$ cat config.mk
export PLATFORM = sky130hd
export DESIGN_NAME = quant_out
export DESIGN_NICKNAME = d
export VERILOG_FILES = /design/src/common/mvu_cfg_pkg.sv /design/src/datapath/quant_out.sv
export SDC_FILE = /design/constraint.sdc
export NUM_CORES = 1
export LEC_CHECK = 0
export BUFFER_PORTS_ARGS = -buffer_cell sky130_fd_sc_hd__buf_4
export CORE_ASPECT_RATIO = 0.6
export CORE_MARGIN = 2
export CORE_UTILIZATION = 30
export DETAILED_ROUTE_END_ITERATION = 10
export RECOVER_POWER = 25
export SLEW_MARGIN = 20
export SYNTH_ARGS = -nofsm -noshare
export SYNTH_HDL_FRONTEND = slang
export SYNTH_SLANG_ARGS = --single-unit
$ cat constraint.sdc
create_clock -name clk -period 4.1 [get_ports clk]
set_input_delay 0.41 -clock clk [delete_from_list [all_inputs] [get_ports clk]]
set_output_delay 0.41 -clock clk [all_outputs]
set_load 0.1 [all_outputs]
$ cat src/common/mvu_cfg_pkg.sv
// MVU lane configuration: field widths, pipeline latencies and bank geometry
package mvu_cfg_pkg;

    // Host configuration fields, precision and length hold value minus one
    localparam int BPREC    = 6;   // Precision field width
    localparam int BLENGTH  = 10;  // Row count field width
    localparam int BQMSBIDX = 5;   // Quantizer MSB index width

    // Bank geometry
    localparam int BWBANKA = 9;    // Weight bank address width
    localparam int BDBANKA = 10;   // Data bank address width

    // Datapath width
    localparam int BACC = 32;      // Accumulator and result width

    // Pipeline depths, these set the issue to result latency
    localparam int MEMRDLATENCY = 2;  // Bank read latency
    localparam int VVPSTAGES    = 2;  // Product pipeline depth

endpackage

$ cat src/datapath/quant_out.sv
// Output quantizer: picks a bit window of each row sum onto the result stream
`timescale 1ns/10ps

module quant_out
    import mvu_cfg_pkg::*;
(
    input  logic                clk,
    input  logic                rst,
    input  logic                row_valid,
    input  logic [BACC-1:0]     row_sum,
    input  logic [BQMSBIDX-1:0] quant_msbidx,  // Top bit of window
    input  logic [BPREC-1:0]    oprecision,    // Window bits minus one
    output logic                result_valid,
    output logic [BACC-1:0]     result_data
);

    logic [BACC-1:0] win;  // Window right aligned

    always_comb begin
        int src;
        win = '0;
        for (int k = 0; k < BACC; k++) begin
            src = int'(quant_msbidx) + k - int'(oprecision);
            if (k <= int'(oprecision) && src >= 0) begin
                win[k] = row_sum[src];  // Below bit 0 reads zero
            end
        end
    end

    always_ff @(posedge clk) begin
        if (rst) begin
            result_valid <= 1'b0;
        end else begin
            result_valid <= row_valid;
        end
        if (row_valid) result_data <= win;
    end

endmodule

Word level (Yosys, flattened, before mapping)
Index checks and enable logic that the tools add are counted.

Memory bits (writable): 0. Memories kept: 0. Bits in read-only memories: 0. Bits in latches: 0. Input bits: 46. Register bits: 33. Output and inout bits: 33.

Add/sub/neg operators: 63. Shift operators: 0. Bitwise logic cells: 0. Reduce and logical (&&, ||, !) cells: 31. Equal/unequal tests: 0. Multipliers: 0. $lt $le $gt $ge: 95. Multiplexer cells: 96. Divide/modulo/power cells: 0.

Operators by type and width (count): $ge 7x1->1 const B (32); $lt 7x7->1 const B (32); $sub 6x6->7 (31); $bmux 1 s5 (32); $add 5x5->6 const B (16); $le 5x6->1 const A (16); $mux 1 (64); $add 5x4->6 const B (8); $le 4x6->1 const A (8); $logic_and 1x1->1 (31); $add 5x3->6 const B (4); $le 3x6->1 const A (4); $add 5x2->6 const B (2); $le 2x6->1 const A (2); $sub 5x6->7 (1); $add 5x1->6 const B (1); $le 1x6->1 const A (1).

Depth between registers and ports, before layout
Gate-level depths: netlist of run 1.

Depth after elaboration: 5. Gate-level depth with buffers: 12.

Worst setup path before layout of run 1
Ideal clock, no wire load.

Path kind: in2reg. Start point: in quant_msbidx[1]. End point: reg result_data[18] (data pin). Buffers on the path: 1. Arrival time: 3.144 ns. Slack: 0.766 ns. Stages: 10. Required time: 3.910 ns. Cells stage by stage: inv_1 > ha_1 > clkbuf_1 > inv_1 > ha_1 > xor2_1 > mux4_1 > mux2_2 > o221a_1 > a2111oi_2.

Longest elaborated chain between the ends: 5. Elaborated cells between the ends (all ways): 7. Classes of those cells: add/sub (2); order compare (1); mux (3); reduce/logical (1).

Ends and longest elaborated chain: from (decl) (line quant_out.sv:11) `input logic [BQMSBIDX-1:0] quant_msbidx,`; $add 5x5->6 (*) (line quant_out.sv:23) `src = int'(quant_msbidx) + k - int'(oprecision);`; $sub 6x6->7 (*) (line quant_out.sv:23); $bmux 1 s5 (line quant_out.sv:25) `win[k] = row_sum[src];`; $mux 1 (implied by the code) (2 in a row) (line quant_out.sv:25); to (signal assigned) (line quant_out.sv:36) `if (row_valid) result_data <= win;`; to (decl) (line quant_out.sv:14) `output logic [BACC-1:0] result_data`.

Every way passes the cells marked *; elsewhere a longest branch is shown, timed or not. The select of a mux whose other input is x is not followed. A chain may end at the register's enable or synchronous reset.

Worst setup path in the final report of run 1
Start point: in quant_msbidx[2]. End point: reg result_data[22] (data pin).

Same word-level chain as after synthesis.

==> results of run 1 <==
per-stage QoR:
stage | util (%) | power, mW | instance area [sq um] | setup WS [ps]
after floorplan | - | 1.891 | 5176 | 765.9
after detailed placement | 34.88 | 2.363 | 5942 | 76.26
final | 35.86 | 2.836 | 6110 | 385.4
after global routing | 35.86 | 2.963 | 6110 | 160.7
after CTS | 35.88 | 2.813 | 6113 | 364.9
after global placement | 34.88 | 2.332 | 5942 | 334.8
layout make-up:
| cell class | count | area [sq um] | share of cell area, % |
|---|---|---|---|
| Clock inverter | 3 | 46.29 | 0.7577 |
| Tap cell | 234 | 292.8 | 4.792 |
| Sequential cell | 33 | 980.9 | 16.06 |
| Clock buffer | 5 | 125.1 | 2.048 |
| Timing Repair Buffer | 88 | 656.9 | 10.75 |
| Multi-Input combinational cell | 409 | 3902 | 63.87 |
| Inverter | 28 | 105.1 | 1.720 |
synthesized netlist by cell type (all sizes together), types with 2 or more instances:
library cell	n	share of area, %
xnor2	29	5.1
a31oi	7	0.85
nand2b	6	0.73
clkbuf	15	1.9
a221oi	11	1.9
nand3	8	0.77
edfxtp	32	19
nand2	31	2.2
a22o	2	0.34
nor2b	14	1.7
buf	10	1.7
a21oi	30	2.9
o22ai	2	0.24
o31ai	2	0.29
ha	33	8.0
a221o	4	0.77
and2	6	0.75
mux2i	56	11
mux2	7	1.5
fa	4	1.5
o21a	2	0.29
a211oi	6	0.87
inv	28	2.0
xor2	15	2.5
a2111oi	5	0.97
a222oi	2	0.39
mux4	50	22
o21ai	22	2.1
nor3	7	0.68
nor2	32	2.3
power breakdown:
| group | leakage [nW] | switching, mW | internal (mW) |
|---|---|---|---|
| combinational | 2.08 | 1.24 | 0.686 |
| sequential | 0.315 | 0.0206 | 0.450 |
| clock | 0.0800 | 0.154 | 0.288 |
| total | 2.47 | 1.41 | 1.42 |
state kept, by name (all words and copies together) (netlist names):
| register | count |
|---|---|
| result_data | 32 |
| result_valid | 1 |
metal layers:
layer	GRT usage, %	up-vias	part of all wire, %
li1	-	2055	-
met1	29.41	2252	46
met2	26.49	297	38
met3	8.983	18	15
met4	3.661	0	1.2
met5	0	-	0
final timing paths:
| check | startpoint | end | slack [ps] | depth (start not counted) |
|---|---|---|---|---|
| setup / recovery | quant_msbidx[2] | result_data[22]$_SDFFCE_PN0P_ | 390 | 10 |
| hold / removal | rst | result_valid$_SDFF_PP0_ | 280 | 2 |
layout by cell type, fill, tap and decap left out, types with 2 or more instances in the layout:
master / n
a222oi_1: 2
mux4_2: 42
mux2i_1: 56
o21a_1: 2
a221oi_1: 11
a31oi_1: 7
buf_4: 87
o21ai_0: 22
nor2b_1: 14
nor3_1: 7
inv_1: 28
nand3_1: 8
a22o_1: 2
clkbuf_16: 5
o22ai_1: 2
o31ai_1: 2
mux2_2: 7
fa_1: 4
a211oi_1: 6
mux4_1: 8
ha_1: 33
a2111oi_0: 4
nand2_1: 31
xor2_1: 15
and2_1: 4
nor2_1: 32
edfxtp_1: 32
xnor2_1: 28
a21oi_1: 30
nand2b_1: 6
a221o_1: 4
critical path: stages:
cell and delay [ps]:
buf_4 120, inv_1 80, ha_1 460, inv_1 190
ha_1 400, xor2_1 460, mux4_1 650, mux2i_1 330
nor2_1 80, a2111oi_0 550
cells by family after synthesis:
family | Yosys count
buffers and inverters | 53
adders and majority gates | 37
muxes | 113
DFF | 33
and+or+nand+nor | 111
AOI/OAI and AO/OA | 104
xor gates and xnor gates | 44
==> results.py, run 1 <==
metrics = {
    "worst_setup_path": {
        "cp_data_arrival_time_ps": 3730,
        "endpoint_kind": "flop",
        "cp_max_fo": 7,
        "worst-setup-path-type": "primary input to flop",
        "worst_ep_required_time_ps": 4110,
        "start_kind": "primary input",
    },
    "cells_and_area": {
        "area_growth_pct": 18.03,
        "final_cell_count_no_fill": 800,
        "antenna_cells": 0,
        "layout-drive-gt1-share_pct": 26.33,
        "nNetsFinal": 648,
        "fillerInstances": 1758,
    },
    "floorplanning": {
        "core_area_sq_mm": 0.01704,
        "die_width_microns": 173.6,
        "start_util_pct": 30.38,
        "io_pins": 79,
        "die_y_microns": 105.7,
        "dieArea_sq_mm": 0.01836,
        "rows": 37,
    },
    "clocking": {
        "htree_levels": 2,
        "cts_tree": "yes",
        "cts.clk_slew.worst_paths_ps": 60,
        "cts_sinks": 33,
        "numCtsBuffers": 5,
        "root_buffer": "clkbuf_16",
        "cts_buffer_depth": 2,
        "hold_buffers": 0,
        "cts_resized": 0,
        "post_cts_buffers": 0,
    },
    "place": {
        "dp_cells": 792,
        "gp_congestion": 1.032,
        "hpwl_mm": 15.23,
        "port_buffers": 78,
    },
    "timing": {
        "hold_viol_final": 0,
        "finalCritPeriodShare_pct": 90.60,
        "finalSetupViolations": 0,
        "period_needed_ps": 3715,
        "maxSlewViolCount": 34,
        "fmax_ghz": 0.2692,
        "maxSlewHeadroom_pct": -26.30,
        "rsz0062_at_grt": "no",
        "hold_slack_ps": 278.9,
        "worstMarginPinSlew_ps": 1895,
        "tns_ps": 0,
    },
    "global_routing": {
        "antenna_found_initial": 0,
        "grt_pass1_wl_mm": 27.77,
        "gr-total-overflow": 0,
        "grt_pass1_vias": 4596,
        "grt_max_degree": 34,
        "grt_use_total_pct": 19.97,
    },
    "drt": {
        "drtAntennaViolNets": 0,
        "vias_per_cell": 5.778,
        "drt_iter0_markers": 624,
        "drt_pass1_iterations": 6,
        "route.detailed.drc": 0,
        "vias": 4622,
        "routedWlPerCell_microns": 22.90,
        "wl_mm": 18.32,
    },
    "hold_path": {
        "hp-class": "primary input to flop",
    },
    "logic_synthesis": {
        "synth_edf_count": 32,
        "syn_area_sq_mm": 0.005176,
        "ys_warn_count": 0,
        "synthArstFlopShare_pct": 0,
        "synth_nets": 578,
        "syn_area_per_cell_sq_um": 10.46,
        "synth-compound-area-share_pct": 13.42,
        "synth_cell_types": 57,
        "synth.ff_latch_count": 33,
        "yosysSeqAreaShare_pct": 18.95,
        "synth-xor-area-share_pct": 7.590,
        "netlist_instances": 495,
        "synthMuxAreaShare_pct": 34.69,
        "synth_top_family_by_area": "multiplexers",
        "yosys.area_share.simple_pct": 10.18,
        "synth_flop_cell": "edfxtp_1",
        "synth_adder_area_share_pct": 9.524,
    },
    "power": {
        "peakVddDrop_v": 0.0001519,
        "power.density_mw_per_mm2": 464.3,
        "p_leak_nw": 2.473,
    },
    "run_status": {
        "violations": "capacitance limit, slew limit",
        "status": "finished, violations left",
    },
    "job": {
        "maxCapViolations": 1,
    },
}
No activity file was read; power rests on OpenSTA's default activity.
==> run 2, diff against run 1 <==
clock period = 3.6 ns   (was 4.1 ns; I/O delays follow)
==> run 2 against run 1 <==
The flow still finishes with violations (capacitance limit, slew limit). Non-clock buffer count grew 19. Global-route usage grew 0.89 points. Worst hold slack lost 55 ps. Utilization increased by 0.99 points. Critical path type unchanged.
==> results.py, run 2 (synthesis gave the netlist of run 1 again) <==
metrics = {
    "run_status": {
        "status": "finished, violations left",
        "violations": "capacitance limit, slew limit",
    },
    "floorplanning": {
        "start_util_pct": 30.38,
        "rows": 37,
        "core_area_sq_mm": 0.01704,
        "dieArea_sq_mm": 0.01836,
        "io_pins": 79,
        "die_y_microns": 105.7,
        "die_width_microns": 173.6,
    },
    "power": {
        "peakVddDrop_v": 0.0001925,
        "p_leak_nw": 2.578,
        "power.density_mw_per_mm2": 531.2,
    },
    "timing": {
        "finalSetupViolations": 0,
        "worstMarginPinSlew_ps": 1816,
        "finalCritPeriodShare_pct": 96.43,
        "fmax_ghz": 0.2881,
        "hold_viol_final": 0,
        "rsz0062_at_grt": "no",
        "maxSlewViolCount": 34,
        "maxSlewHeadroom_pct": -21.05,
        "period_needed_ps": 3472,
        "setup_ws_ps": 128.4,
    },
    "clocking": {
        "cts_tree": "yes",
        "hold_buffers": 0,
        "post_cts_buffers": 0,
        "numCtsBuffers": 5,
        "cts.clk_slew.worst_paths_ps": 50,
        "root_buffer": "clkbuf_16",
        "htree_levels": 2,
        "cts_buffer_depth": 2,
        "cts_resized": 0,
        "cts_sinks": 33,
    },
    "worst_setup_path": {
        "cp_top_family": "adder cells",
        "cpPeakStageDelay_ps": 810,
        "worst_ep_required_time_ps": 3620,
        "cp_data_arrival_time_ps": 3490,
        "endpoint_kind": "flop",
        "start_kind": "primary input",
        "worst-path-buf-inv": 4,
        "path_cells": "buf_4 > inv_1 > ha_1 > inv_1 > fa_1 > inv_1 > o21a_1 > nor2_1 > xnor2_1 > mux4_2 > a22o_1",
        "worst-setup-path-type": "primary input to flop",
        "slowest_stage": "fa_1",
        "crit_top_cell": "inv_1",
        "cp_max_fo": 9,
    },
    "drt": {
        "drt_pass1_iterations": 5,
        "vias_per_cell": 5.861,
        "drtAntennaViolNets": 0,
        "drt_iter0_markers": 708,
        "route.detailed.drc": 0,
        "wl_mm": 19.15,
        "vias": 4800,
        "routedWlPerCell_microns": 23.38,
    },
    "global_routing": {
        "gr-total-overflow": 0,
        "antenna_found_initial": 0,
        "grt_use_total_pct": 20.85,
        "grt_max_degree": 34,
        "grt_pass1_wl_mm": 28.70,
        "grt_pass1_vias": 4651,
    },
    "cells_and_area": {
        "final_core_util_pct": 36.85,
        "largest-register": "result_data",
        "top_regs": "result_data (32), result_valid (1)",
        "largest_register_ffs": 32,
        "final_common_cell": "buf_4",
        "layout_common_cells": "buf_4 (104), mux2i_1 (56), mux4_2 (42)",
        "nNetsFinal": 667,
        "layout-drive-gt1-share_pct": 28.55,
        "area_growth_pct": 21.30,
        "antenna_cells": 0,
    },
    "job": {
        "maxCapViolations": 1,
    },
    "place": {
        "pre_cts_ws_ps": -35.15,
        "hpwl_mm": 15.81,
        "port_buffers": 78,
        "gp_congestion": 0.9820,
    },
    "hold_path": {
        "hp-class": "primary input to flop",
    },
}
[run 2: cell count changes in the layout (fill, tap and decap cells not counted)]
cell,previous run,this run
buf_4,87,104
buf_12,0,2
clkbuf_1,1,2
clkbuf_8,0,1
clkinv_4,1,0
clkinvlp_4,1,0
[run 2: power by group]
| part | leakage (nW) | internal (mW) | switching [mW] |
|---|---|---|---|
| Clock | 0.0841 | 0.346 | 0.170 |
| Sequential | 0.315 | 0.512 | 0.0215 |
| Combinational | 2.18 | 0.848 | 1.44 |
[run 2: stage by stage]
step                instance area, sq um  total power [mW]  cells  TNS, ps  hold WS (ps)
CTS                                 6282             3.294    819        0         226.8
global placement                    6110             2.741    811   -54.81         517.8
floorplan                           5176             2.153    495        0         431.6
detailed placement                  6110             2.777    811   -35.15         521.3
finish                              6279             3.335    819        0         224.4
global route                        6279             3.466    819        0         229.9
[run 2: final cells by class]
type,count,area [sq um]
Clock inverter,1,30.03
Fill cell,1738,10760
Timing Repair Buffer,107,824.5
Inverter,28,105.1
Tap cell,234,292.8
Sequential cell,33,980.9
Multi-Input combinational cell,409,3902
Clock buffer,7,142.6
[run 2: worst paths after layout]
check	from	end	slack, ps	cells after the start
worst max-delay path	oprecision[2]	result_data[15]$_SDFFCE_PN0P_	130	11
worst min-delay path	rst	result_valid$_SDFF_PP0_	220	2
[run 2: routing by layer]
metal	track usage (%)	wire length [microns]	up-vias
met5	0	0	-
met2	27.54	7235	328
met4	3.842	282	0
met1	31.34	8658	2357
met3	8.550	2976	24
li1	-	-	2091
==> run 3, diff against run 2 <==
CTS_BUF_LIST = sky130_fd_sc_hd__clkbuf_2 sky130_fd_sc_hd__clkbuf_4 sky130_fd_sc_hd__clkbuf_8   (was default)
REMOVE_ABC_BUFFERS = 1   (was default)
==> run 3 against run 2 <==
The flow still finishes with violations (capacitance limit, slew limit). Sequential power about the same. Utilization decreased by 0.30 points. Setup slack improved by 260 ps. Worst hold slack got worse by 19 ps. Die area unchanged. Largest cell class unchanged. Largest power group unchanged. Highest routed layer unchanged.
==> results.py, run 3 (synthesis gave the netlist of run 1 again) <==
metrics = {
    "hold_path": {
        "hold_start": "rst",
        "hp-class": "primary input to flop",
        "min_path_cells": 2,
    },
    "job": {
        "maxCapViolations": 1,
    },
    "worst_setup_path": {
        "cp_top_family": "adder cells",
        "endpoint_kind": "flop",
        "cpPeakStageDelay_ps": 700,
        "crit_path_end": "result_data[15]$_SDFFCE_PN0P_",
        "start_kind": "primary input",
        "slowest_stage": "fa_1",
        "worst-setup-path-type": "primary input to flop",
        "cp_max_fo": 10,
        "path_cells": "buf_4 > inv_1 > ha_1 > inv_1 > fa_1 > nor2b_1 > o21a_1 > nor2_1 > xnor2_1 > mux4_2 > a22o_1",
        "worst_ep_required_time_ps": 3640,
        "crit_start": "oprecision[1]",
        "worst-path-stages": 11,
        "crit_top_cell": "inv_1",
        "worst-path-buf-inv": 3,
        "cp_data_arrival_time_ps": 3250,
    },
    "global_routing": {
        "grt_pass1_vias": 4733,
        "gr-total-overflow": 0,
        "grt_use_total_pct": 20.89,
        "grt_max_degree": 34,
        "antenna_found_initial": 0,
        "grt_pass1_wl_mm": 28.73,
    },
    "floorplanning": {
        "rows": 37,
        "die_width_microns": 173.6,
        "start_util_pct": 30.38,
        "dieArea_sq_mm": 0.01836,
        "core_area_sq_mm": 0.01704,
        "io_pins": 79,
        "die_y_microns": 105.7,
    },
    "timing": {
        "rsz0062_at_grt": "no",
        "finalCritPeriodShare_pct": 89.33,
        "maxSlewHeadroom_pct": -24.61,
        "worstMarginPinSlew_ps": 1869,
        "hold_viol_final": 0,
        "tns_ps": 0,
        "finalSetupViolations": 0,
        "setup_ws_ps": 384.1,
        "fmax_ghz": 0.3110,
        "maxSlewViolCount": 34,
        "hold_slack_ps": 205.8,
        "period_needed_ps": 3216,
    },
    "drt": {
        "vias": 4823,
        "drtAntennaViolNets": 0,
        "drt_pass1_iterations": 6,
        "drt_iter0_markers": 555,
        "routedWlPerCell_microns": 23.18,
        "route.detailed.drc": 0,
        "vias_per_cell": 5.867,
        "wl_mm": 19.05,
    },
    "cells_and_area": {
        "area_growth_pct": 20.30,
        "final_core_util_pct": 36.55,
        "fillerInstances": 1774,
        "nNetsFinal": 670,
        "antenna_cells": 0,
        "final_common_cell": "buf_4",
        "layout-drive-gt1-share_pct": 29.08,
        "largest_register_ffs": 32,
        "finalInstanceArea_sq_mm": 0.006227,
        "top_regs": "result_data (32), result_valid (1)",
        "layout_common_cells": "buf_4 (106), mux2i_1 (56), mux4_2 (42)",
        "final_cell_count_no_fill": 822,
        "largest-register": "result_data",
    },
    "clocking": {
        "cts_buffer_depth": 2,
        "post_cts_buffers": 0,
        "cts_sinks": 33,
        "cts.clk_slew.worst_paths_ps": 70,
        "cts_tree": "yes",
        "cts_resized": 0,
        "numCtsBuffers": 5,
        "root_buffer": "clkbuf_8",
        "htree_levels": 2,
        "hold_buffers": 0,
    },
    "place": {
        "port_buffers": 78,
        "hpwl_mm": 15.73,
        "dp_cells": 814,
        "placed_cell_area_sq_mm": 0.006145,
        "gp_congestion": 1.041,
        "pre_cts_ws_ps": 109.4,
    },
    "run_status": {
        "violations": "capacitance limit, slew limit",
        "status": "finished, violations left",
    },
    "power": {
        "peakVddDrop_v": 0.0001521,
        "power.density_mw_per_mm2": 499.7,
        "p_leak_nw": 2.556,
        "power.total_mw": 3.112,
    },
}
## run 3: cell type report
cell class	count	area, sq um	share of cell area, %
Multi-Input combinational cell	409	3902	62.67
Timing Repair Buffer	110	859.6	13.80
Tap cell	234	292.8	4.702
Clock buffer	5	68.82	1.105
Sequential cell	33	980.9	15.75
Inverter	28	105.1	1.688
Clock inverter	3	17.52	0.2813
## run 3: how the worst min path moves through the flow
stage / slack [ps] / end
final: 210 / result_valid$_SDFF_PP0_
after floorplan: 430 / result_valid$_SDFF_PP0_
after CTS: 200 / result_valid$_SDFF_PP0_
after global routing: 210 / result_valid$_SDFF_PP0_
after detailed placement: 520 / result_valid$_SDFF_PP0_
after global placement: 520 / result_valid$_SDFF_PP0_
## run 3: report_power, final
part           switching, mW  internal, mW
combinational           1.43         0.857
sequential            0.0228         0.511
clock                  0.160         0.134
total                   1.61          1.50
## run 3: metal layers
| metal | wire length, microns | up-vias | track usage, % |
|---|---|---|---|
| met1 | 8642 | 2382 | 31.07 |
| met5 | 0 | - | 0 |
| met4 | 201 | 0 | 2.941 |
| met3 | 2735 | 24 | 8.947 |
| met2 | 7471 | 320 | 28.14 |
| li1 | - | 2097 | - |
