## config.mk

```make
export PLATFORM = sky130hd
export DESIGN_NAME = shift_acc
export DESIGN_NICKNAME = d
export VERILOG_FILES = /design/src/common/mvu_cfg_pkg.sv /design/src/common/mvu_ctrl_pkg.sv /design/src/datapath/shift_acc.sv
export SDC_FILE = /design/constraint.sdc
export NUM_CORES = 1
export LEC_CHECK = 0
export BUFFER_PORTS_ARGS = -buffer_cell sky130_fd_sc_hd__buf_2
export CORE_ASPECT_RATIO = 0.9
export CORE_MARGIN = 2
export CORE_UTILIZATION = 50
export CTS_CLUSTER_SIZE = 16
export DETAILED_ROUTE_END_ITERATION = 8
export GPL_TIMING_DRIVEN = 0
export HOLD_SLACK_MARGIN = 0.05
export MAX_ROUTING_LAYER = met4
export PLACE_DENSITY = 0.81
export SLEW_MARGIN = 20
export SYNTH_ARGS = -nofsm -noshare
export SYNTH_HDL_FRONTEND = slang
export SYNTH_SLANG_ARGS = --single-unit
```

## constraint.sdc

```tcl
create_clock -name clk -period 5.9 [get_ports clk]
set_input_delay 0.59 -clock clk [delete_from_list [all_inputs] [get_ports clk]]
set_output_delay 0.59 -clock clk [all_outputs]
set_load 0.005 [all_outputs]
```

## src/common/mvu_cfg_pkg.sv

```systemverilog
// MVU lane configuration: field widths, pipeline latencies and bank geometry
package mvu_cfg_pkg;

    // Host configuration fields, precision and length hold value minus one
    localparam int BPREC    = 6;   // Precision field width
    localparam int BLENGTH  = 10;  // Row count field width
    localparam int BQMSBIDX = 5;   // Quantizer MSB index width

    // Bank geometry
    localparam int BWBANKA = 9;    // Weight bank address width
    localparam int BDBANKA = 10;   // Data bank address width

    // Datapath width
    localparam int BACC = 32;      // Accumulator and result width

    // Pipeline depths, these set the issue to result latency
    localparam int MEMRDLATENCY = 2;  // Bank read latency
    localparam int VVPSTAGES    = 2;  // Product pipeline depth

endpackage

```

## src/common/mvu_ctrl_pkg.sv

```systemverilog
// MVU lane control encodings: job controller states and accumulator operations
package mvu_ctrl_pkg;

    // Job controller states
    typedef enum logic [2:0] {
        job_idle,         // Waiting for start
        job_wait_credit,  // Between rows, no result credit yet
        job_issue,        // Row planes going to the banks
        job_drain,        // All rows issued, waiting for the last sum
        job_finish        // Last result leaving, irq cycle
    } job_state_t;

    // Per-plane operation applied by the shift accumulator
    typedef enum logic [2:0] {
        acc_hold,         // No term this cycle
        acc_first,        // Load term into inner sum
        acc_accum,        // Inner shift and add
        acc_close_plane,  // Fold inner sum into outer sum
        acc_close_row     // Outer sum complete, present row result
    } acc_op_t;

endpackage

```

## src/datapath/shift_acc.sv

```systemverilog
// Two-level MSB-first shift accumulator, inner over input bits, outer over weight bits
`timescale 1ns/10ps

module shift_acc
    import mvu_cfg_pkg::*;
    import mvu_ctrl_pkg::*;
(
    input  logic            clk,
    input  logic            rst,
    input  logic [BACC-1:0] term,
    input  acc_op_t         op,
    output logic            row_valid,
    output logic [BACC-1:0] row_sum
);

    logic [BACC-1:0] inner;      // Current input-bit Horner sum
    logic [BACC-1:0] outer;      // Folded weight planes
    logic [BACC-1:0] plane_val;  // Inner sum including this term

    assign plane_val = (inner << 1) + term;

    always_ff @(posedge clk) begin
        if (rst) begin
            inner     <= '0;
            outer     <= '0;
            row_valid <= 1'b0;
        end else begin
            row_valid <= 1'b0;
            case (op)
                acc_first: inner <= term;
                acc_accum: inner <= plane_val;
                acc_close_plane: begin
                    outer <= (outer << 1) + plane_val;
                    inner <= '0;  // Ready for single-bit planes
                end
                acc_close_row: begin
                    row_sum   <= (outer << 1) + plane_val;
                    row_valid <= 1'b1;
                    outer     <= '0;
                    inner     <= '0;
                end
                default: ;  // Hold
            endcase
        end
    end

endmodule

```

; Yosys cells after proc, flatten, opt, wreduce, memory -nomap -nowiden
; Index checks and enable logic that the tools add are counted.
[word_totals]
word_cells = 18
inputBits = 37
ff_bits = 95
[op_classes]
n_reduce_logical = 4
bitwise = 1
n_addsub = 2
eq_ne = 4
muxes = 3
[ops]
columns = op, count
row1 = $pmux 31 s3, 1
row2 = $add 32x32->32, 2
row3 = $pmux 31 s2, 1
row4 = $eq 3x2->1 const B, 2
row5 = $eq 3x1->1 const B, 1
row6 = $eq 3x3->1 const B, 1
row7 = $reduce_bool 3->1, 1
row8 = $reduce_and 2->1, 1
row9 = $reduce_bool 2->1, 1
row10 = $reduce_or 2->1, 1
row11 = $mux 1, 1
row12 = $not 1->1, 1

; Longest topological paths before layout
; Gate-level depths: netlist of the first run.
[logic_depth]
word_depth = 3
mapped_depth = 20

; Worst setup path before layout of the first run
; No wires, ideal clock.
[synth_timing]
kind = input port to flip-flop
from = input term[1]
to = register row_sum[31], data pin
n_path_buf = 0
setup_ps = 268
setup_slack_ps = 1531
cell_stages = 17
arrival_ps = 4101
required_ps = 5632
cell_sequence = ha_1 > fa_1 > a211oi_1 > nor2_1 > o22a_1 > a21o_1 > a21oi_1 > xnor2_1 > ha_1 > nand4_1 > or4_1 > nand3_1 > o31a_1 > o21ai_2 > o21ai_2 > a211oi_2 > xnor3_1
[synth_between]
elab_chain_len = 2
[synth_lines]
columns = item, line_no
row1 = "start, declared", shift_acc.sv:10  ; input logic [BACC-1:0] term,
row2 = $add 32x32->32, shift_acc.sv:20  ; assign plane_val = (inner << 1) + term;
row3 = $add 32x32->32, shift_acc.sv:37  ; row_sum <= (outer << 1) + plane_val;
row4 = "end signal, assigned", shift_acc.sv:37
row5 = "end, declared", shift_acc.sv:13  ; output logic [BACC-1:0] row_sum
; Every way passes these cells.
; A chain may end at the register's enable or synchronous reset.

; Worst setup path in the final report of the first run
[layout_timing]
from = register inner[1]
to = register row_sum[31], data pin
[layout_between]
elab_chain_len = 2
[layout_lines]
columns = item, line_no
row1 = "start, declared", shift_acc.sv:16  ; logic [BACC-1:0] inner;
row2 = "start signal, assigned", shift_acc.sv:30  ; acc_first: inner <= term;
row3 = "start signal, assigned", shift_acc.sv:31  ; acc_accum: inner <= plane_val;
row4 = $add 32x32->32, shift_acc.sv:20
row5 = $add 32x32->32, shift_acc.sv:37
; Every way passes these cells.

==> flow_summary.json, run 1 <==
{
  "outcome": "completed",
  "tns_ps": 0,
  "ir_drop_v": 0.0001447,
  "worst_skew_pair.late_latency_ps": 360,
  "synthFlopType": "dfxtp_1",
  "cpPeakStageDelay_ps": 440,
  "ios": 70,
  "place.gp.congestion": 0.9448,
  "drt_first_pass_iters": 6,
  "synth.most_common_cell": "nor2_1",
  "clk_pin_slew_ps": 70,
  "yosysSeqAreaShare_pct": 34.57,
  "cp_cell_sequence": "ha_1 -> a21o_1 -> a21oi_1 -> o21ai_0 -> and2_1 -> o21a_1 -> nor2_1 -> xnor2_1 -> ha_1 -> a21oi_1 -> o21ai_0 -> or2b_1 -> nand3_1 -> o31a_1 -> o21ai_2 -> o21ai_2 -> a211oi_2 -> xnor3_1",
  "power_frac_seq_pct": 39.1,
  "total_power_mw": 1.912,
  "instances_no_fill": 954,
  "syn-mean-instance-area_um2": 9.104,
  "final_nets": 888,
  "cts_max_level": 3,
  "synth_edf_count": 32,
  "coreArea_um2": 12640,
  "met1_usage_pct": 35.51,
  "synth.distinct_cells": 59,
  "place_area_um2": 7003,
  "grtUsageMet2_pct": 36.04,
  "synthesis.nets": 809,
  "synthArstFlopShare_pct": 0,
  "num_vias": 5776,
  "numCtsBuffers": 9,
  "clock.fmax_ghz": 0.2110,
  "maxCapViolCount": 0,
  "die-area_um2": 13780,
  "fin_ws_ps": 1160,
  "grtUsageMet3_pct": 5.635,
  "switching_power_mw": 0.6587,
  "hpwlAfterDp_um": 12220,
  "worst-path-stages": 18,
  "worst_setup_path_end_kind": "flip-flop",
  "drc": 0,
  "fin_crit_sh_pct": 80.33,
  "worstPathRequired_ps": 6000,
  "ys_ff_latch": 95,
  "relSlewSlack_pct": 52.85,
  "r2r_cells": 18,
  "whs_path_depth": 1,
  "pre_cts_slack_ps": 948.4,
  "cp_data_arrival_time_ps": 4840,
  "rsz0062_at_grt": "no",
  "yosys-top-cells-area": "dfxtp_1, edfxtp_1, ha_1",
  "crit_buf_inv": 0,
  "numClockSinks": 95,
  "fillers": 1132,
  "seqCellArea_um2": 2222,
  "swShare_pct": 34.45,
  "grt_pass1_wl_um": 26770,
  "criticalPathCategory": "flip-flop to flip-flop",
  "antenna_left": 0,
  "initial_core_util_pct": 50.86,
  "holdCritPathClass": "flip-flop to flip-flop",
  "grt_max_degree": 26,
  "root_buffer": "clkbuf_16",
  "grt-busiest-layer": "met2",
  "grt.overflow.total": 0,
  "antenna_found_initial": 0,
  "finalSetupViolCount": 0,
  "wl_per_cell_um": 17.01,
  "io_buffers": 67,
  "tritoncts": "done",
  "wl_um": 16220,
  "yosys_warnings": 0,
  "fin_crit_ps": 4740,
  "synthCells": 706,
  "track_usage_pct": 25.35,
  "hold_buffers": 0,
  "grt_pass1_vias": 5440,
  "multiInputGateArea_um2": 4025,
  "crit_path_top_delay_cell": "xnor3_1",
  "cp_top_family": "compound AO/OA/AOI/OAI gates",
  "via_per_inst": 6.055,
  "die_w_um": 123.5,
  "leakage_nw": 3.307,
  "drt_iter0_markers": 513,
  "p_comb_share_pct": 31.6,
  "p_per_area_nw_per_um2": 262.5,
  "hold_violations": 0,
  "antenna-diode-count": 0,
  "clockPowerShare_pct": 29.3,
  "cp_max_fo": 5,
  "synthTopCellsByCount": "nor2_1, a21oi_1, ha_1",
  "tightestPinTransition_ps": 707.2,
  "fin_util_pct": 57.63,
  "cts_resized": 0,
  "drive_gt1_share_pct": 12.53,
  "final_area_um2": 7283,
  "skew_ps": 9.585,
  "dp.cells": 938,
  "slew_viol_final": 0,
  "synth_top_area_share_pct": 19.62,
  "intPower_mw": 1.253,
  "area_growth_pct": 13.32,
  "synth_top_area_cell": "dfxtp_1",
  "start_kind": "flip-flop",
  "die_h_um": 111.6,
  "cts_buffer_depth": 2,
  "rows": 39,
  "hold_ws_ps": 492.8,
  "syn_area_um2": 6427,
  "reg2reg_slack_ps": 1160,
  "cts_setup_buffers": 0
}
-- path summary, 6_finish.rpt --
kind / from / end
worst max-delay path: inner[1] / row_sum[31]
worst min-delay path: outer[25] / outer[25]
worst max register to register: inner[1] / row_sum[31]
worst min register to register: outer[25] / outer[25]
-- power groups by stage --
stage | combinational (mW) | sequential [mW] | clock (mW)
after floorplan | 0.438 | 0.759 | 0
after global placement | 0.575 | 0.762 | 0
after detailed placement | 0.586 | 0.761 | 0
after CTS | 0.594 | 0.748 | 0.570
after global routing | 0.669 | 0.751 | 0.598
final | 0.603 | 0.748 | 0.561
-- cells in the final DEF (no fill, tap or decap), types with 3 or more instances in the layout --
| cell | n |
|---|---|
| o21ai_0 | 22 |
| dfxtp_1 | 63 |
| a222oi_1 | 10 |
| buf_2 | 67 |
| clkinvlp_4 | 3 |
| o21ai_1 | 3 |
| nand2_1 | 37 |
| a22o_1 | 32 |
| a31oi_1 | 9 |
| a21o_1 | 36 |
| clkbuf_1 | 34 |
| o221a_2 | 5 |
| a21oi_1 | 67 |
| nor3_1 | 7 |
| and2_1 | 4 |
| a211oi_1 | 5 |
| a221oi_1 | 3 |
| nand3_1 | 7 |
| nor2b_1 | 4 |
| inv_1 | 16 |
| clkbuf_16 | 9 |
| xnor2_1 | 37 |
| ha_1 | 64 |
| and3_1 | 5 |
| a22oi_1 | 23 |
| nand2b_1 | 6 |
| o21a_1 | 10 |
| nand4_1 | 10 |
| nor2_1 | 79 |
| nor4_1 | 9 |
| xor2_1 | 19 |
| edfxtp_1 | 32 |
| o21bai_1 | 10 |
-- logic make-up (layout without fill, tap and decap cells) --
kind of cell / Yosys count / count (layout) / share of synthesized area [%]
AO/OA/AOI/OAI: 260 / 260 / 28.75
AND/OR/NAND/NOR: 177 / 177 / 12.54
flip-flops: 95 / 95 / 34.57
adder cells (fa/ha/maj): 66 / 66 / 13.08
XOR/XNOR: 57 / 57 / 7.981
buffers and inverters: 50 / 134 / 2.920
multiplexers: 1 / 1 / 0.1557
-- layer usage --
layer	part of all wire [%]	vias to the layer above
met1	47	2687
met4	2.1	0
met2	43	239
met5	0	-
li1	-	2822
met3	7.7	28
-- cell type report --
cell class | count | area share (%)
sequential | 95 | 30.51
buffer | 34 | 1.752
multi-input combinational | 561 | 55.27
clock inverter | 6 | 0.7043
timing repair buffer | 68 | 4.982
tap | 164 | 2.817
clock buffer | 10 | 3.144
inverter | 16 | 0.8246
-- state kept, by name, indices dropped and copies added, names as in the netlist --
signal	count
row_sum	32
outer	31
row_valid	1
inner	31
(Power assumes the default switching activity.)
==> run 2: changes to the inputs <==
Settings changed: PLACE_DENSITY 0.81 to 0.83.
Clock period 5.9 ns to 3.9 ns, I/O delays scaled along.
==> flow_summary.json, run 2 (synthesis gave the netlist of run 1 again) <==
{
  "place.gp.congestion": 0.9530,
  "hold_path_startpoint": "term[0]",
  "die_w_um": 123.5,
  "swShare_pct": 35.24,
  "p_per_area_nw_per_um2": 388.2,
  "drt_iter0_markers": 881,
  "mostFrequentLayoutCells": "nor2_1, buf_2, dfxtp_1, buf_4, a21oi_1",
  "top_regs": "row_sum (32), inner (31), outer (31)",
  "worst_setup_path_end_kind": "flip-flop",
  "hold_violations": 0,
  "hold_end": "row_sum[0]",
  "area_growth_pct": 34.18,
  "num_vias": 6611,
  "initial_core_util_pct": 50.86,
  "maxCapViolCount": 0,
  "power_frac_seq_pct": 34.1,
  "tritoncts": "done",
  "drt_first_pass_iters": 6,
  "skew_ps": 10.03,
  "grt_pass1_vias": 5789,
  "timing.rr.start": "inner[6]",
  "reg2reg_slack_ps": -260,
  "grt_pass1_wl_um": 28510,
  "wl_um": 21080,
  "worstPathRequired_ps": 4000,
  "layout_commonest_cell": "nor2_1",
  "leakage_nw": 3.799,
  "die_h_um": 111.6,
  "fin_util_pct": 68.24,
  "rsz0062_at_grt": "yes",
  "via_per_inst": 6.578,
  "hold_buffers": 0,
  "holdCritPathClass": "input pin to flip-flop",
  "slew_viol_final": 0,
  "worst_skew_pair.late_latency_ps": 360,
  "coreArea_um2": 12640,
  "hold_ws_ps": 281.4,
  "antenna_found_initial": 1,
  "intPower_mw": 2.168,
  "fin_crit_sh_pct": 106.5,
  "ios": 70,
  "wl_per_cell_um": 20.97,
  "failed_checks": "negative setup slack",
  "drc": 0,
  "largest_reg_flops": 32,
  "rr_endpoint": "row_sum[31]",
  "io_buffers": 67,
  "p_comb_share_pct": 39.7,
  "total_power_mw": 3.348,
  "switching_power_mw": 1.180,
  "cp_data_arrival_time_ps": 4250,
  "fin_crit_ps": 4155,
  "grt.overflow.total": 0,
  "finalSetupViolCount": 22,
  "start_kind": "flip-flop",
  "top_register": "row_sum",
  "cts_buffer_depth": 2,
  "cts_max_level": 3,
  "cp_max_fo": 6,
  "relSlewSlack_pct": 48.39,
  "rows": 39,
  "final_nets": 938,
  "drive_gt1_share_pct": 32.14,
  "tns_ps": -2386,
  "die-area_um2": 13780,
  "r2r_cells": 18,
  "pre_cts_slack_ps": -737.2,
  "criticalPathCategory": "flip-flop to flip-flop",
  "whs_path_depth": 1,
  "hpwlAfterDp_um": 12370,
  "tightestPinTransition_ps": 774.2,
  "antenna_left": 0,
  "outcome": "finished, violations left",
  "root_buffer": "clkbuf_16",
  "clockPowerShare_pct": 26.2,
  "numClockSinks": 95,
  "fin_ws_ps": -255.1,
  "numCtsBuffers": 9,
  "track_usage_pct": 27.27,
  "clk_pin_slew_ps": 60,
  "ir_drop_v": 0.0002291,
  "grt_max_degree": 27,
  "clock.fmax_ghz": 0.2407
}
-- run 2: changes by cell type in the layout (fill, tap and decap cells not counted), moves of 8 or more --
cell,change
a21oi_1,-19
a21oi_2,+17
buf_4,+53
ha_1,-28
ha_4,+23
o21ai_0,-9
xnor2_1,-11
xnor2_2,+9
xor2_1,-8
-- run 2: layout make-up --
cell class / instances / area [um^2]
fill: 843 / 4014
buffer: 28 / 105.1
tap: 164 / 205.2
antenna: 1 / 2.502
clock inverter: 5 / 48.80
clock buffer: 11 / 232.7
timing repair buffer: 124 / 787.0
multi-input combinational: 561 / 4954
inverter: 16 / 60.06
sequential: 95 / 2230
-- run 2: routing by layer --
layer	up-vias	track usage (%)	part of all wire, %
li1	2928	-	-
met1	3103	37.50	41
met2	484	39.01	45
met3	96	4.252	8.9
met4	0	13.11	4.6
met5	-	-	0
-- run 2: through the flow --
| stage | cells | cell area, um^2 |
|---|---|---|
| after global placement | 937 | 6994 |
| after detailed placement | 938 | 7022 |
| after floorplan | 706 | 6454 |
| after CTS | 978 | 7821 |
| final | 1005 | 8625 |
| after global routing | 1005 | 8625 |
-- run 2: how the worst max path moves through the flow --
stage / startpoint / endpoint / slack [ps]
after floorplan: term[1] / row_sum[31] / -40
final: inner[6] / row_sum[31] / -260
after global routing: inner[6] / row_sum[31] / -420
after CTS: inner[5] / row_sum[31] / -3
after global placement: term[2] / row_sum[31] / -700
after detailed placement: term[2] / row_sum[31] / -740
-- run 2: repair_timing --
item	CTS	global route
hold endpoints to repair	0	0
pin swaps	38	65
endpoints found under the setup margin	25	28
resized for setup	59	98
buffers inserted	27	29
-- run 2: worst max-delay path: stages, from the launching register on --
cell      delay [ps]
dfxtp_2          360
ha_4             310
o21a_1           160
o21a_1           180
o31a_1           190
buf_4            140
a31oi_4           90
o21bai_1         230
xor2_2           270
ha_2             370
nand4_1          140
buf_4            130
or2b_1           130
nand3_2          100
o31a_1           300
o21ai_2          180
o21ai_2          100
a211oi_2         240
xnor3_1          250
-- run 2: power by group through the flow --
stage | sequential [mW] | combinational (mW) | clock [mW]
after global routing | 1.15 | 1.40 | 0.920
after floorplan | 1.15 | 0.667 | 0
final | 1.14 | 1.33 | 0.878
after global placement | 1.15 | 0.876 | 0
after detailed placement | 1.15 | 0.893 | 0
after CTS | 1.13 | 1.02 | 0.875
==> run 3: changes to the inputs <==
Settings changed: CORE_MARGIN 2 to not set, REMOVE_ABC_BUFFERS set to 1.
==> flow_summary.json, run 3 (synthesis gave the netlist of run 1 again) <==
{
  "drt_iter0_markers": 807,
  "skew_ps": 7.487,
  "failed_checks": "negative setup slack",
  "wl_per_cell_um": 20.53,
  "hold_path_startpoint": "term[0]",
  "die_w_um": 121.5,
  "p_per_area_nw_per_um2": 398.1,
  "cts_buffer_depth": 2,
  "total_power_mw": 3.348,
  "grt_max_degree": 37,
  "grt_pass1_vias": 5394,
  "grt_pass1_wl_um": 27080,
  "hpwlAfterDp_um": 11310,
  "drt_first_pass_iters": 8,
  "place.gp.congestion": 0.9307,
  "via_per_inst": 6.592,
  "fin_crit_sh_pct": 104.9,
  "clk_pin_slew_ps": 70,
  "drive_gt1_share_pct": 33.17,
  "outcome": "finished, violations left",
  "mostFrequentLayoutCells": "nor2_1, buf_2, dfxtp_1, a21oi_1, buf_4",
  "rsz0062_at_grt": "yes",
  "top_regs": "row_sum (32), inner (31), outer (31)",
  "worstPathRequired_ps": 4000,
  "finalSetupViolCount": 17,
  "root_buffer": "clkbuf_16",
  "reg2reg_slack_ps": -190,
  "antenna-diode-count": 0,
  "worst_setup_path_end_kind": "flip-flop",
  "die_h_um": 109.6,
  "hold_violations": 0,
  "num_vias": 6381,
  "top_register": "row_sum",
  "startpoint": "inner[1]",
  "leakage_nw": 3.716,
  "layout_commonest_cell": "nor2_1",
  "fin_util_pct": 68.56,
  "hold_buffers": 0,
  "grt.overflow.total": 0,
  "ir_drop_v": 0.0002103,
  "r2r_cells": 19,
  "initial_core_util_pct": 52.40,
  "place_area_um2": 6877,
  "io_buffers": 69,
  "die-area_um2": 13310,
  "rr_endpoint": "row_sum[31]",
  "antenna_left": 0,
  "coreArea_um2": 12270,
  "drc": 0,
  "numCtsBuffers": 9,
  "holdCritPathClass": "input pin to flip-flop",
  "timing.rr.start": "inner[1]",
  "fillers": 800,
  "pre_cts_slack_ps": -884.1,
  "rows": 38,
  "cts_max_level": 3,
  "fin_crit_ps": 4090,
  "wl_um": 19870,
  "antenna_found_initial": 0,
  "tightestPinTransition_ps": 1200,
  "cp_data_arrival_time_ps": 4190,
  "tns_ps": -1626,
  "clock.fmax_ghz": 0.2445,
  "criticalPathCategory": "flip-flop to flip-flop",
  "largest_reg_flops": 32,
  "tritoncts": "done",
  "worstSetupEndpoint": "row_sum[31]",
  "final_area_um2": 8411,
  "relSlewSlack_pct": 19.67,
  "maxCapViolCount": 0,
  "final_nets": 906,
  "fin_ws_ps": -190.2,
  "numClockSinks": 95,
  "area_growth_pct": 30.85,
  "slew_viol_final": 0,
  "cp_max_fo": 4,
  "track_usage_pct": 27.13,
  "worst_skew_pair.late_latency_ps": 360,
  "start_kind": "flip-flop",
  "ios": 70
}
-- run 3: layer usage --
layer	up-vias	GRT usage, %	share of wire (%)
li1	2863	-	-
met1	3030	37.57	42
met2	433	40.63	46
met3	55	3.942	9.6
met4	0	8.995	2.5
met5	-	-	0
-- run 3: final cells by class --
| cell class | count | area, um^2 | area share [%] |
|---|---|---|---|
| Clock buffer | 9 | 225.2 | 2.678 |
| Clock inverter | 7 | 91.34 | 1.086 |
| Inverter | 16 | 60.06 | 0.7141 |
| Multi-Input combinational cell | 561 | 4842 | 57.57 |
| Sequential cell | 95 | 2236 | 26.58 |
| Tap cell | 160 | 200.2 | 2.380 |
| Timing Repair Buffer | 120 | 755.7 | 8.985 |
-- run 3: worst max-delay path: stages, from the launching register on --
cell      delay [ps]
dfxtp_2          350
ha_1             270
a21o_1           190
a21oi_4          180
nor2_1            60
o21a_1           200
o21ai_2          160
nand2b_1          90
a211oi_2         250
nor2_2            90
ha_4             240
a21oi_2          200
o21ai_2          120
or2b_1           180
nand3_2           90
o31a_1           340
o21ai_2          210
o21ai_2          100
a211oi_2         240
xnor3_1          260
-- run 3: how the worst min path moves through the flow --
stage | slack, ps | cells after the start | endpoint
2_1_floorplan | 460 | 1 | outer[10]
3_3_place_gp | 470 | 1 | outer[22]
3_5_place_dp | 470 | 1 | outer[22]
4_1_cts | 250 | 1 | row_sum[0]
5_1_grt | 260 | 1 | row_sum[0]
6_report | 260 | 1 | row_sum[0]
-- run 3: what timing repair did --
item                                    in CTS  in global routing
cloned                                       0                  0
endpoints found under the setup margin      30                 31
gates resized for setup                     76                 81
pin swaps                                   43                 53
setup buffers                               28                 23
-- run 3: power breakdown --
| group | switching, mW | total (mW) | leakage (nW) | internal (mW) |
|---|---|---|---|---|
| clock network | 0.422 | 0.933 | 0.151 | 0.512 |
| logic | 0.724 | 1.28 | 2.76 | 0.551 |
| registers | 0.0373 | 1.14 | 0.808 | 1.10 |
-- run 3: through the flow --
step / std cells / hold WS (ps)
after floorplan: 672 / 456.3
after global placement: 901 / 472.4
after detailed placement: 902 / 473.5
after CTS: 946 / 253.2
after global routing: 968 / 261.4
final: 968 / 260.4
